--- config.mk ---
export PLATFORM = sky130hd
export DESIGN_NAME = oooCore
export DESIGN_NICKNAME = d
export VERILOG_FILES = /design/src/oooPkg.sv /design/src/instDecode.sv /design/src/regFile.sv /design/src/executeUnit.sv /design/src/reorderBuffer.sv /design/src/oooCore.sv
export VERILOG_INCLUDE_DIRS = /design/src
export SDC_FILE = /design/constraint.sdc
export NUM_CORES = 2
export LEC_CHECK = 0
export BUFFER_PORTS_ARGS = -buffer_cell sky130_fd_sc_hd__clkbuf_2
export CAP_MARGIN = 20
export CORE_ASPECT_RATIO = 0.5
export CORE_MARGIN = 2
export CORE_UTILIZATION = 45
export DETAILED_ROUTE_END_ITERATION = 16
export GPL_TIMING_DRIVEN = 0
export PLACE_DENSITY_LB_ADDON = 0.3
export SYNTH_ARGS = -nofsm -noshare
export SYNTH_HDL_FRONTEND = slang
export SYNTH_HIERARCHICAL = 1
export SYNTH_SLANG_ARGS = --single-unit
--- constraint.sdc ---
create_clock -name clk -period 14.9 [get_ports clk]
set_input_delay 2.98 -clock clk [delete_from_list [all_inputs] [get_ports clk]]
set_output_delay 2.98 -clock clk [all_outputs]
set_load 0.02 [all_outputs]
--- src/ooo_defines.svh ---
`ifndef OOO_DEFINES_SVH
`define OOO_DEFINES_SVH

// Width of every data value and register.
`define XLEN 32

// Architectural registers, x0 included.
`define REG_NUM 32

// Reorder buffer entries. Entry k is addressed by nick k+1.
`define ROB_DEPTH 8

// Free entries held back when raising stall.
// They cover the instruction that is still in decode and the one being sent.
`define STALL_MARGIN 2

`endif

--- src/oooPkg.sv ---
`include "ooo_defines.svh"

package oooPkg;

    typedef logic [`XLEN-1:0]                  dataT;
    typedef logic [$clog2(`REG_NUM)-1:0]       regNameT;
    typedef logic [$clog2(`ROB_DEPTH+1)-1:0]   nickT;
    typedef logic [31:0]                       addrT;

    typedef enum logic [2:0] {
        OP_ADD,
        OP_SUB,
        OP_AND,
        OP_OR,
        OP_XOR,
        OP_ADDI,
        OP_LUI,
        OP_NOP
    } opT;

    typedef struct packed {
        logic    valid;
        opT      op;
        regNameT rd;
        regNameT rs1;
        regNameT rs2;
        dataT    imm;
        addrT    pc;
    } decodedInstT;

    // A nick of zero means the operand data field already holds the value.
    typedef struct packed {
        logic    valid;
        opT      op;
        regNameT rd;
        nickT    nick;
        nickT    rs1Nick;
        nickT    rs2Nick;
        dataT    rs1Data;
        dataT    rs2Data;
        dataT    imm;
        addrT    pc;
    } dispatchT;

    typedef struct packed {
        logic valid;
        nickT nick;
        dataT data;
    } resultT;

    typedef struct packed {
        logic    valid;
        regNameT rd;
        nickT    nick;
        dataT    data;
    } commitT;

endpackage

--- src/instDecode.sv ---
`timescale 1ns/1ns

module instDecode
    import oooPkg::*;
(
    input  logic        clk,
    input  logic        rst,
    input  logic        flush,
    input  logic        instValid,
    input  logic [31:0] instWord,
    input  addrT        instPc,
    output decodedInstT decoded
);

    localparam logic [6:0] opcodeReg = 7'b0110011;
    localparam logic [6:0] opcodeImm = 7'b0010011;
    localparam logic [6:0] opcodeLui = 7'b0110111;

    logic [6:0] opcode;
    logic [2:0] funct3;
    logic [6:0] funct7;
    opT         nextOp;
    dataT       nextImm;
    logic       readsRs1;
    logic       readsRs2;

    assign opcode = instWord[6:0];
    assign funct3 = instWord[14:12];
    assign funct7 = instWord[31:25];

    always_comb begin
        nextOp  = OP_NOP;
        nextImm = '0;
        case (opcode)
            opcodeReg: begin
                if (funct7 == 7'b0000000) begin
                    case (funct3)
                        3'b000:  nextOp = OP_ADD;
                        3'b100:  nextOp = OP_XOR;
                        3'b110:  nextOp = OP_OR;
                        3'b111:  nextOp = OP_AND;
                        default: nextOp = OP_NOP;
                    endcase
                end else if (funct7 == 7'b0100000 && funct3 == 3'b000) begin
                    nextOp = OP_SUB;
                end
            end
            opcodeImm: begin
                if (funct3 == 3'b000) begin
                    nextOp  = OP_ADDI;
                    nextImm = {{20{instWord[31]}}, instWord[31:20]};
                end
            end
            opcodeLui: begin
                nextOp  = OP_LUI;
                nextImm = {instWord[31:12], 12'b0};
            end
            default: ;
        endcase
    end

    // Unused source fields read x0 so that they never pick up a nick.
    assign readsRs1 = nextOp != OP_NOP && nextOp != OP_LUI;
    assign readsRs2 = readsRs1 && nextOp != OP_ADDI;

    always_ff @(posedge clk) begin
        if (rst || flush) begin
            decoded.valid <= 1'b0;
        end else begin
            decoded.valid <= instValid;
        end
        decoded.op  <= nextOp;
        decoded.rd  <= (nextOp == OP_NOP) ? regNameT'(0) : instWord[11:7];
        decoded.rs1 <= readsRs1 ? instWord[19:15] : regNameT'(0);
        decoded.rs2 <= readsRs2 ? instWord[24:20] : regNameT'(0);
        decoded.imm <= nextImm;
        decoded.pc  <= instPc;
    end

    assert property (@(posedge clk) disable iff (rst) decoded.valid |-> $past(instValid))
        else $error("decoded entry appeared without an instruction");

endmodule

--- src/regFile.sv ---
`timescale 1ns/1ns
`include "ooo_defines.svh"

module regFile
    import oooPkg::*;
(
    input  logic        clk,
    input  logic        rst,
    input  logic        flush,
    input  decodedInstT decoded,
    input  nickT        allocNick,
    output logic        allocate,
    output dispatchT    dispatch,
    input  commitT      commit
);

    dataT regValue [`REG_NUM];
    nickT regNick  [`REG_NUM];

    nickT rs1Nick;
    nickT rs2Nick;
    dataT rs1Data;
    dataT rs2Data;
    logic renameRd;

    function automatic logic commitHit(regNameT name);
        return commit.valid && commit.rd == name && name != '0;
    endfunction

    // A commit in the same cycle is seen by the read, as if it had landed first.
    function automatic nickT readNick(regNameT name);
        nickT n;
        n = regNick[name];
        if (commitHit(name) && n == commit.nick) begin
            n = '0;
        end
        return n;
    endfunction

    function automatic dataT readData(regNameT name);
        return commitHit(name) ? commit.data : regValue[name];
    endfunction

    always_comb begin
        rs1Nick = readNick(decoded.rs1);
        rs2Nick = readNick(decoded.rs2);
        rs1Data = readData(decoded.rs1);
        rs2Data = readData(decoded.rs2);
    end

    assign renameRd = decoded.rd != '0 && decoded.op != OP_NOP;
    assign allocate = decoded.valid;

    always_ff @(posedge clk) begin
        dispatch.op      <= decoded.op;
        dispatch.rd      <= decoded.rd;
        dispatch.nick    <= allocNick;
        dispatch.rs1Nick <= rs1Nick;
        dispatch.rs2Nick <= rs2Nick;
        dispatch.rs1Data <= rs1Data;
        dispatch.rs2Data <= rs2Data;
        dispatch.imm     <= decoded.imm;
        dispatch.pc      <= decoded.pc;

        if (rst) begin
            for (int i = 0; i < `REG_NUM; i++) begin
                regValue[i] <= '0;
                regNick[i]  <= '0;
            end
            dispatch.valid <= 1'b0;
        end else begin
            // The value always lands. Only the newest renamer may clear the nick.
            if (commit.valid && commit.rd != '0) begin
                regValue[commit.rd] <= commit.data;
                if (regNick[commit.rd] == commit.nick) begin
                    regNick[commit.rd] <= '0;
                end
            end

            if (flush) begin
                for (int i = 0; i < `REG_NUM; i++) begin
                    regNick[i] <= '0;
                end
                dispatch.valid <= 1'b0;
            end else begin
                dispatch.valid <= decoded.valid;
                if (decoded.valid && renameRd) begin
                    regNick[decoded.rd] <= allocNick;
                end
            end
        end
    end

    assert property (@(posedge clk) disable iff (rst) regNick[0] == '0)
        else $error("x0 was given a nick");

endmodule

--- src/executeUnit.sv ---
`timescale 1ns/1ns

module executeUnit
    import oooPkg::*;
(
    input  logic     clk,
    input  logic     rst,
    input  logic     flush,
    input  dispatchT dispatch,
    output nickT     lookupNick1,
    output nickT     lookupNick2,
    input  dataT     lookupData1,
    input  dataT     lookupData2,
    output resultT   result
);

    dataT opA;
    dataT opB;
    dataT aluOut;

    assign lookupNick1 = dispatch.rs1Nick;
    assign lookupNick2 = dispatch.rs2Nick;

    // Every older instruction has already executed, so a tagged operand
    // is always available from the reorder buffer at this point.
    assign opA = (dispatch.rs1Nick != '0) ? lookupData1 : dispatch.rs1Data;
    assign opB = (dispatch.rs2Nick != '0) ? lookupData2 : dispatch.rs2Data;

    always_comb begin
        case (dispatch.op)
            OP_ADD:  aluOut = opA + opB;
            OP_SUB:  aluOut = opA - opB;
            OP_AND:  aluOut = opA & opB;
            OP_OR:   aluOut = opA | opB;
            OP_XOR:  aluOut = opA ^ opB;
            OP_ADDI: aluOut = opA + dispatch.imm;
            OP_LUI:  aluOut = dispatch.imm;
            default: aluOut = '0;
        endcase
    end

    always_ff @(posedge clk) begin
        if (rst || flush) begin
            result.valid <= 1'b0;
        end else begin
            result.valid <= dispatch.valid;
        end
        result.nick <= dispatch.nick;
        result.data <= aluOut;
    end

endmodule

--- src/reorderBuffer.sv ---
`timescale 1ns/1ns
`include "ooo_defines.svh"

module reorderBuffer
    import oooPkg::*;
(
    input  logic    clk,
    input  logic    rst,
    input  logic    flush,
    input  logic    allocate,
    input  regNameT dispatchRd,
    output nickT    allocNick,
    input  nickT    lookupNick1,
    input  nickT    lookupNick2,
    output dataT    lookupData1,
    output dataT    lookupData2,
    input  resultT  result,
    output commitT  commit,
    output logic    stall
);

    localparam int ptrW = $clog2(`ROB_DEPTH);

    typedef logic [ptrW-1:0] ptrT;
    typedef logic [ptrW:0]   countT;

    ptrT     head;
    ptrT     tail;
    countT   count;
    logic    [`ROB_DEPTH-1:0] entryDone;
    regNameT entryRd   [`ROB_DEPTH];
    dataT    entryData [`ROB_DEPTH];

    nickT headNick;
    ptrT  resultIdx;
    ptrT  resultOffset;
    logic headBypass;
    logic headReady;

    function automatic ptrT nickToIdx(nickT n);
        return ptrT'(n - nickT'(1));
    endfunction

    // A result registered this cycle is not in the array yet.
    function automatic dataT lookup(nickT n);
        if (result.valid && result.nick == n) begin
            return result.data;
        end
        return entryData[nickToIdx(n)];
    endfunction

    assign allocNick   = nickT'(tail) + nickT'(1);
    assign headNick    = nickT'(head) + nickT'(1);
    assign lookupData1 = lookup(lookupNick1);
    assign lookupData2 = lookup(lookupNick2);

    assign resultIdx    = nickToIdx(result.nick);
    assign resultOffset = resultIdx - head;

    assign headBypass = result.valid && result.nick == headNick;
    assign headReady  = count != '0 && (entryDone[head] || headBypass);

    assign stall = (count + countT'(allocate)) >= countT'(`ROB_DEPTH - `STALL_MARGIN);

    always_ff @(posedge clk) begin
        if (allocate) begin
            entryRd[tail] <= dispatchRd;
        end
        if (result.valid) begin
            entryData[resultIdx] <= result.data;
        end
    end

    always_ff @(posedge clk) begin
        commit.rd   <= entryRd[head];
        commit.nick <= headNick;
        commit.data <= entryDone[head] ? entryData[head] : result.data;

        if (rst || flush) begin
            head         <= '0;
            tail         <= '0;
            count        <= '0;
            entryDone    <= '0;
            commit.valid <= 1'b0;
        end else begin
            if (allocate) begin
                entryDone[tail] <= 1'b0;
                tail            <= tail + ptrT'(1);
            end
            if (result.valid) begin
                entryDone[resultIdx] <= 1'b1;
            end
            commit.valid <= headReady;
            if (headReady) begin
                head <= head + ptrT'(1);
            end
            count <= count + countT'(allocate) - countT'(headReady);
        end
    end

    assert property (@(posedge clk) disable iff (rst || flush)
        allocate |-> count < countT'(`ROB_DEPTH))
        else $error("allocation into a full reorder buffer");

    assert property (@(posedge clk) disable iff (rst || flush)
        result.valid |-> countT'(resultOffset) < count)
        else $error("result for a free reorder buffer entry");

endmodule

--- src/oooCore.sv ---
`timescale 1ns/1ns

module oooCore
    import oooPkg::*;
(
    input  logic        clk,
    input  logic        rst,
    input  logic        flush,
    input  logic        instValid,
    input  logic [31:0] instWord,
    input  addrT        instPc,
    output logic        stall,
    output logic        commitValid,
    output regNameT     commitRd,
    output dataT        commitData
);

    decodedInstT decoded;
    dispatchT    dispatch;
    resultT      result;
    commitT      commit;
    nickT        allocNick;
    nickT        lookupNick1;
    nickT        lookupNick2;
    dataT        lookupData1;
    dataT        lookupData2;
    logic        allocate;

    instDecode uDecode (
        .clk       (clk),
        .rst       (rst),
        .flush     (flush),
        .instValid (instValid),
        .instWord  (instWord),
        .instPc    (instPc),
        .decoded   (decoded)
    );

    regFile uRegFile (
        .clk       (clk),
        .rst       (rst),
        .flush     (flush),
        .decoded   (decoded),
        .allocNick (allocNick),
        .allocate  (allocate),
        .dispatch  (dispatch),
        .commit    (commit)
    );

    executeUnit uExecute (
        .clk         (clk),
        .rst         (rst),
        .flush       (flush),
        .dispatch    (dispatch),
        .lookupNick1 (lookupNick1),
        .lookupNick2 (lookupNick2),
        .lookupData1 (lookupData1),
        .lookupData2 (lookupData2),
        .result      (result)
    );

    // The ROB records rd at the same edge that the register file renames it.
    reorderBuffer uRob (
        .clk         (clk),
        .rst         (rst),
        .flush       (flush),
        .allocate    (allocate),
        .dispatchRd  (decoded.rd),
        .allocNick   (allocNick),
        .lookupNick1 (lookupNick1),
        .lookupNick2 (lookupNick2),
        .lookupData1 (lookupData1),
        .lookupData2 (lookupData2),
        .result      (result),
        .commit      (commit),
        .stall       (stall)
    );

    assign commitValid = commit.valid;
    assign commitRd    = commit.rd;
    assign commitData  = commit.data;

endmodule

==> flow_results.org <==
** Status
- Status :: finished clean

** Logic synthesis
- Mean Syn Cell Area :: 14.3 um2
- Synthesized instance count :: 6423
- During synthesis, Yosys emitted a total of 6 warnings.
- The synthesized netlist occupies a cell area of 0.0921 mm2.

** Clocking
- Clock tree synthesis selected as its root buffer the cell sky130_fd_sc_hd__clkbuf_16.
- The number of gates resized after CTS was 0.
- No sink is reached through more buffers than the 3 on the longest clock path.
- CTS tree :: built
- Number of buffers inserted to repair setup after CTS :: 0
- After clock tree synthesis, the clock-pin slew on the worst setup and hold paths is 0.07 ns.
- Hold buffer count at CTS :: 0
- Clock latency on the worst-skew pair, taken at its later pin, is 0.84 ns.
- # clock sinks :: 1711
- Clock tree synthesis inserted a total of 164 buffers.
- Number of H-tree branching levels :: 4

** Setup path
- The slowest stage of the critical path is the sky130_fd_sc_hd__nor4_1 cell.
- Arrival time at the worst endpoint :: 9.92 ns
- Worst reg2reg path endpoint :: uExecute/result[26]$_DFF_P_
- At the worst endpoint, the required time is 15.55 ns.
- R2r setup slk :: 5.63 ns
- Critical Path Most Common Cell :: sky130_fd_sc_hd__nor2_1
- Broken down by cell family, the worst path's largest delay share belongs to compound AO/OA/AOI/OAI gates.
- Along the worst path, the maximum fanout reaches 10.
- CP Capture Type :: register
- By startpoint and endpoint, the worst setup path is classified as reg -> reg.
- Buf/Inv on CP :: 6
- Worst r2r path cells :: 30
- In this run the critical register-to-register path is launched from uRegFile/dispatch[128]$_SDFF_PP0_.
- Largest stage delay on the critical path :: 0.97 ns
- The worst setup path is launched from a register.

** Placed design
- Final weighted congestion in routability-driven placement :: 1.03
- Summing all placed instances gives a cell area of 0.0967 mm2.
- Port buffering added 74 buffers.
- Including well taps, the total number of placed cells is 9306.
- Once detailed placement completed, the half-perimeter wirelength came to 260 mm.

** Die
- 107 I/O pins were placed.
- Y dimension of the die :: 324 um
- The die covers 0.208 mm2.
- Initial Utilization :: 45.3%
- The die is 644 um wide.
- After floorplanning, the core was divided into 117 placement rows.
- Standard cell core area :: 0.203 mm2

** Worst hold path
- Class of the worst hold path :: reg -> reg
- For hold timing, the worst endpoint is uRegFile/dispatch[56]$_DFF_P_.
- Instance count along the most critical hold path :: 0
- Hold_sp :: uDecode/decoded[56]$_DFF_P_

** Layout
- Once layout is complete, the cells apart from fillers number 9630.
- Final design instance area without fill :: 0.102 mm2
- Once layout is complete, the utilization of the core stands at 50.2%.
- For this run, the post-layout net count is 6908.
- Layout-stage area growth over the synthesis result :: 10.9%
- Layout cells sized above 1 :: 22.5%

** Pwr
- Leakage dissipation :: 34.1 nW
- Ratio of total power to cell area :: 102 mW/mm2
- Max IR drop VDD :: 0.101 mV

** Drt
- In the routed layout, each cell is associated on average with a via count of 6.57.
- Total number of vias :: 63200
- After detailed routing, the total wire length is 341 mm.
- Dividing the detail-routed wire length by the instance count gives 35.4 um.
- 1st-pass router iterations :: 9
- Once detail routing completed, the nets flagged for antenna violations numbered 0.
- The detailed router finished its first iteration with 10400 violations.
- After detailed routing, the number of remaining DRC violations is 0.

** STA
- Slew of the pin with the lowest slew margin :: 1.31 ns
- Based on the critical path, the design can be clocked at up to 0.108 GHz.
- Setup violation total in the final timing report :: 0
- In the finished design, the share of the clock period the worst path needs comes to 62.2%.
- Worst-case clock skew :: 0.0481 ns
- Final min period :: 9.27 ns
- Setup repair after global routing missed its margin :: no
- The worst pin sits at a relative slew slack of 12.9%.
- Final hold viol count :: 0
- In the final timing run, aggregate negative setup slack is 0 ns.
- Worst hold slack :: 0.307 ns
- The number of slew-limit violations in the final report is 0.

** GRT
- Across every metal layer, demand over resource in global routing totals 32.3%.
- Grt met1 use :: 43.1%
- GR Util met3 :: 12.5%
- The number of antenna violations at the first check in global routing came to 34.
- Largest net degree at the start of global routing :: 33
- Global-route wire length before repair :: 464 mm
- The number of global-route vias before repair came to 58900.
- Global routing usage on met2 :: 47.1%
- Layer with the highest usage :: met2
- Gr ovfl total :: 0

** Job
- Across the run, the number of max-cap violations was 0.
## state kept, by name (all words and copies together) (netlist names), 4 cells and up, named ones only
register / flops
uDecode/decoded: 51
uExecute/result: 37
uRegFile/dispatch: 112
uRegFile/regNick: 128
uRegFile/regValue: 1024
uRob/commit: 42
uRob/count: 4
uRob/entryData: 256
uRob/entryDone: 8
uRob/entryRd: 40
## where the power goes
group | switching [W] | internal (W) | total, W
Combinational | 0.000462 | 0.000297 | 0.000759
Clock | 0.00188 | 0.00239 | 0.00427
Sequential | 0.0000923 | 0.00530 | 0.00539
Total | 0.00244 | 0.00799 | 0.0104
## layer usage
layer / part of all wire [%] / routed length, um
met5: 0.088 / 299
met4: 4.8 / 16300
met1: 38 / 128000
met2: 42 / 145000
met3: 15 / 51900
## final cells by class
type | instances | area [um2]
Antenna cell | 25 | 62.6
Buffer | 585 | 2610
Clock buffer | 220 | 4580
Clock inverter | 78 | 810
Fill cell | 17300 | 101000
Inverter | 99 | 372
Multi-Input combinational cell | 4063 | 40500
Sequential cell | 1711 | 48700
Tap cell | 2737 | 3420
Timing Repair Buffer | 112 | 996
## placed cells by master (no fill, tap or decap), types with 15 or more instances in the layout
cell type                      n
sky130_fd_sc_hd__a211oi_1     50
sky130_fd_sc_hd__a21oi_1     118
sky130_fd_sc_hd__a221oi_1     47
sky130_fd_sc_hd__a22oi_1      19
sky130_fd_sc_hd__and2_1     1140
sky130_fd_sc_hd__buf_1        36
sky130_fd_sc_hd__buf_2       102
sky130_fd_sc_hd__buf_4        29
sky130_fd_sc_hd__buf_6        15
sky130_fd_sc_hd__buf_8        22
sky130_fd_sc_hd__clkbuf_1    424
sky130_fd_sc_hd__clkbuf_16   170
sky130_fd_sc_hd__clkbuf_2     90
sky130_fd_sc_hd__clkinv_1     19
sky130_fd_sc_hd__clkinv_2     23
sky130_fd_sc_hd__conb_1       36
sky130_fd_sc_hd__dfxtp_1     263
sky130_fd_sc_hd__diode_2      25
sky130_fd_sc_hd__edfxtp_1   1448
sky130_fd_sc_hd__ha_1        103
sky130_fd_sc_hd__inv_1        91
sky130_fd_sc_hd__mux2_2      155
sky130_fd_sc_hd__mux2i_1     269
sky130_fd_sc_hd__mux4_1       42
sky130_fd_sc_hd__mux4_2      798
sky130_fd_sc_hd__nand2_1     307
sky130_fd_sc_hd__nand2b_1     21
sky130_fd_sc_hd__nand3_1      40
sky130_fd_sc_hd__nor2_1      311
sky130_fd_sc_hd__nor2b_1      21
sky130_fd_sc_hd__nor3_1       33
sky130_fd_sc_hd__o21ai_0      42
sky130_fd_sc_hd__o21ai_1     122
sky130_fd_sc_hd__o221ai_1     39
sky130_fd_sc_hd__o22ai_1      36
sky130_fd_sc_hd__o31ai_1      19
sky130_fd_sc_hd__or2_2        36
sky130_fd_sc_hd__xnor2_1      35
sky130_fd_sc_hd__xor2_1       31
## per-stage QoR
stage | worst slack [ns] | power (W)
floorplan | 8.60 | 0.00593
global placement | 6.05 | 0.00621
detailed placement | 6.08 | 0.00622
CTS | 6.03 | 0.0104
global route | 5.50 | 0.0107
finish | 5.63 | 0.0104
## worst register-to-register path, delay by kind of cell (launching register included)
kind | cells | cell delay [ns]
flops | 1 | 0.38
mux | 3 | 1.07
compound gates | 8 | 2.61
buf+inv | 6 | 1.93
xor+xnor | 1 | 0.20
fa+ha+maj | 2 | 0.61
simple gates | 10 | 2.28
## worst max path at each step
stage	from	end	slack, ns	cells after the start
3_3_place_gp	uRegFile/dispatch[128]$_SDFF_PP0_	uExecute/result[26]$_DFF_P_	6.05	30
6_report	uRegFile/dispatch[128]$_SDFF_PP0_	uExecute/result[26]$_DFF_P_	5.63	30
3_5_place_dp	uRegFile/dispatch[128]$_SDFF_PP0_	uExecute/result[26]$_DFF_P_	6.08	30
4_1_cts	uRegFile/dispatch[128]$_SDFF_PP0_	uExecute/result[26]$_DFF_P_	6.03	30
5_1_grt	uRegFile/dispatch[128]$_SDFF_PP0_	uExecute/result[26]$_DFF_P_	5.50	30
2_1_floorplan	uRegFile/dispatch[128]$_SDFF_PP0_	uExecute/result[31]$_DFF_P_	8.60	30
(Power assumes the default switching activity.)
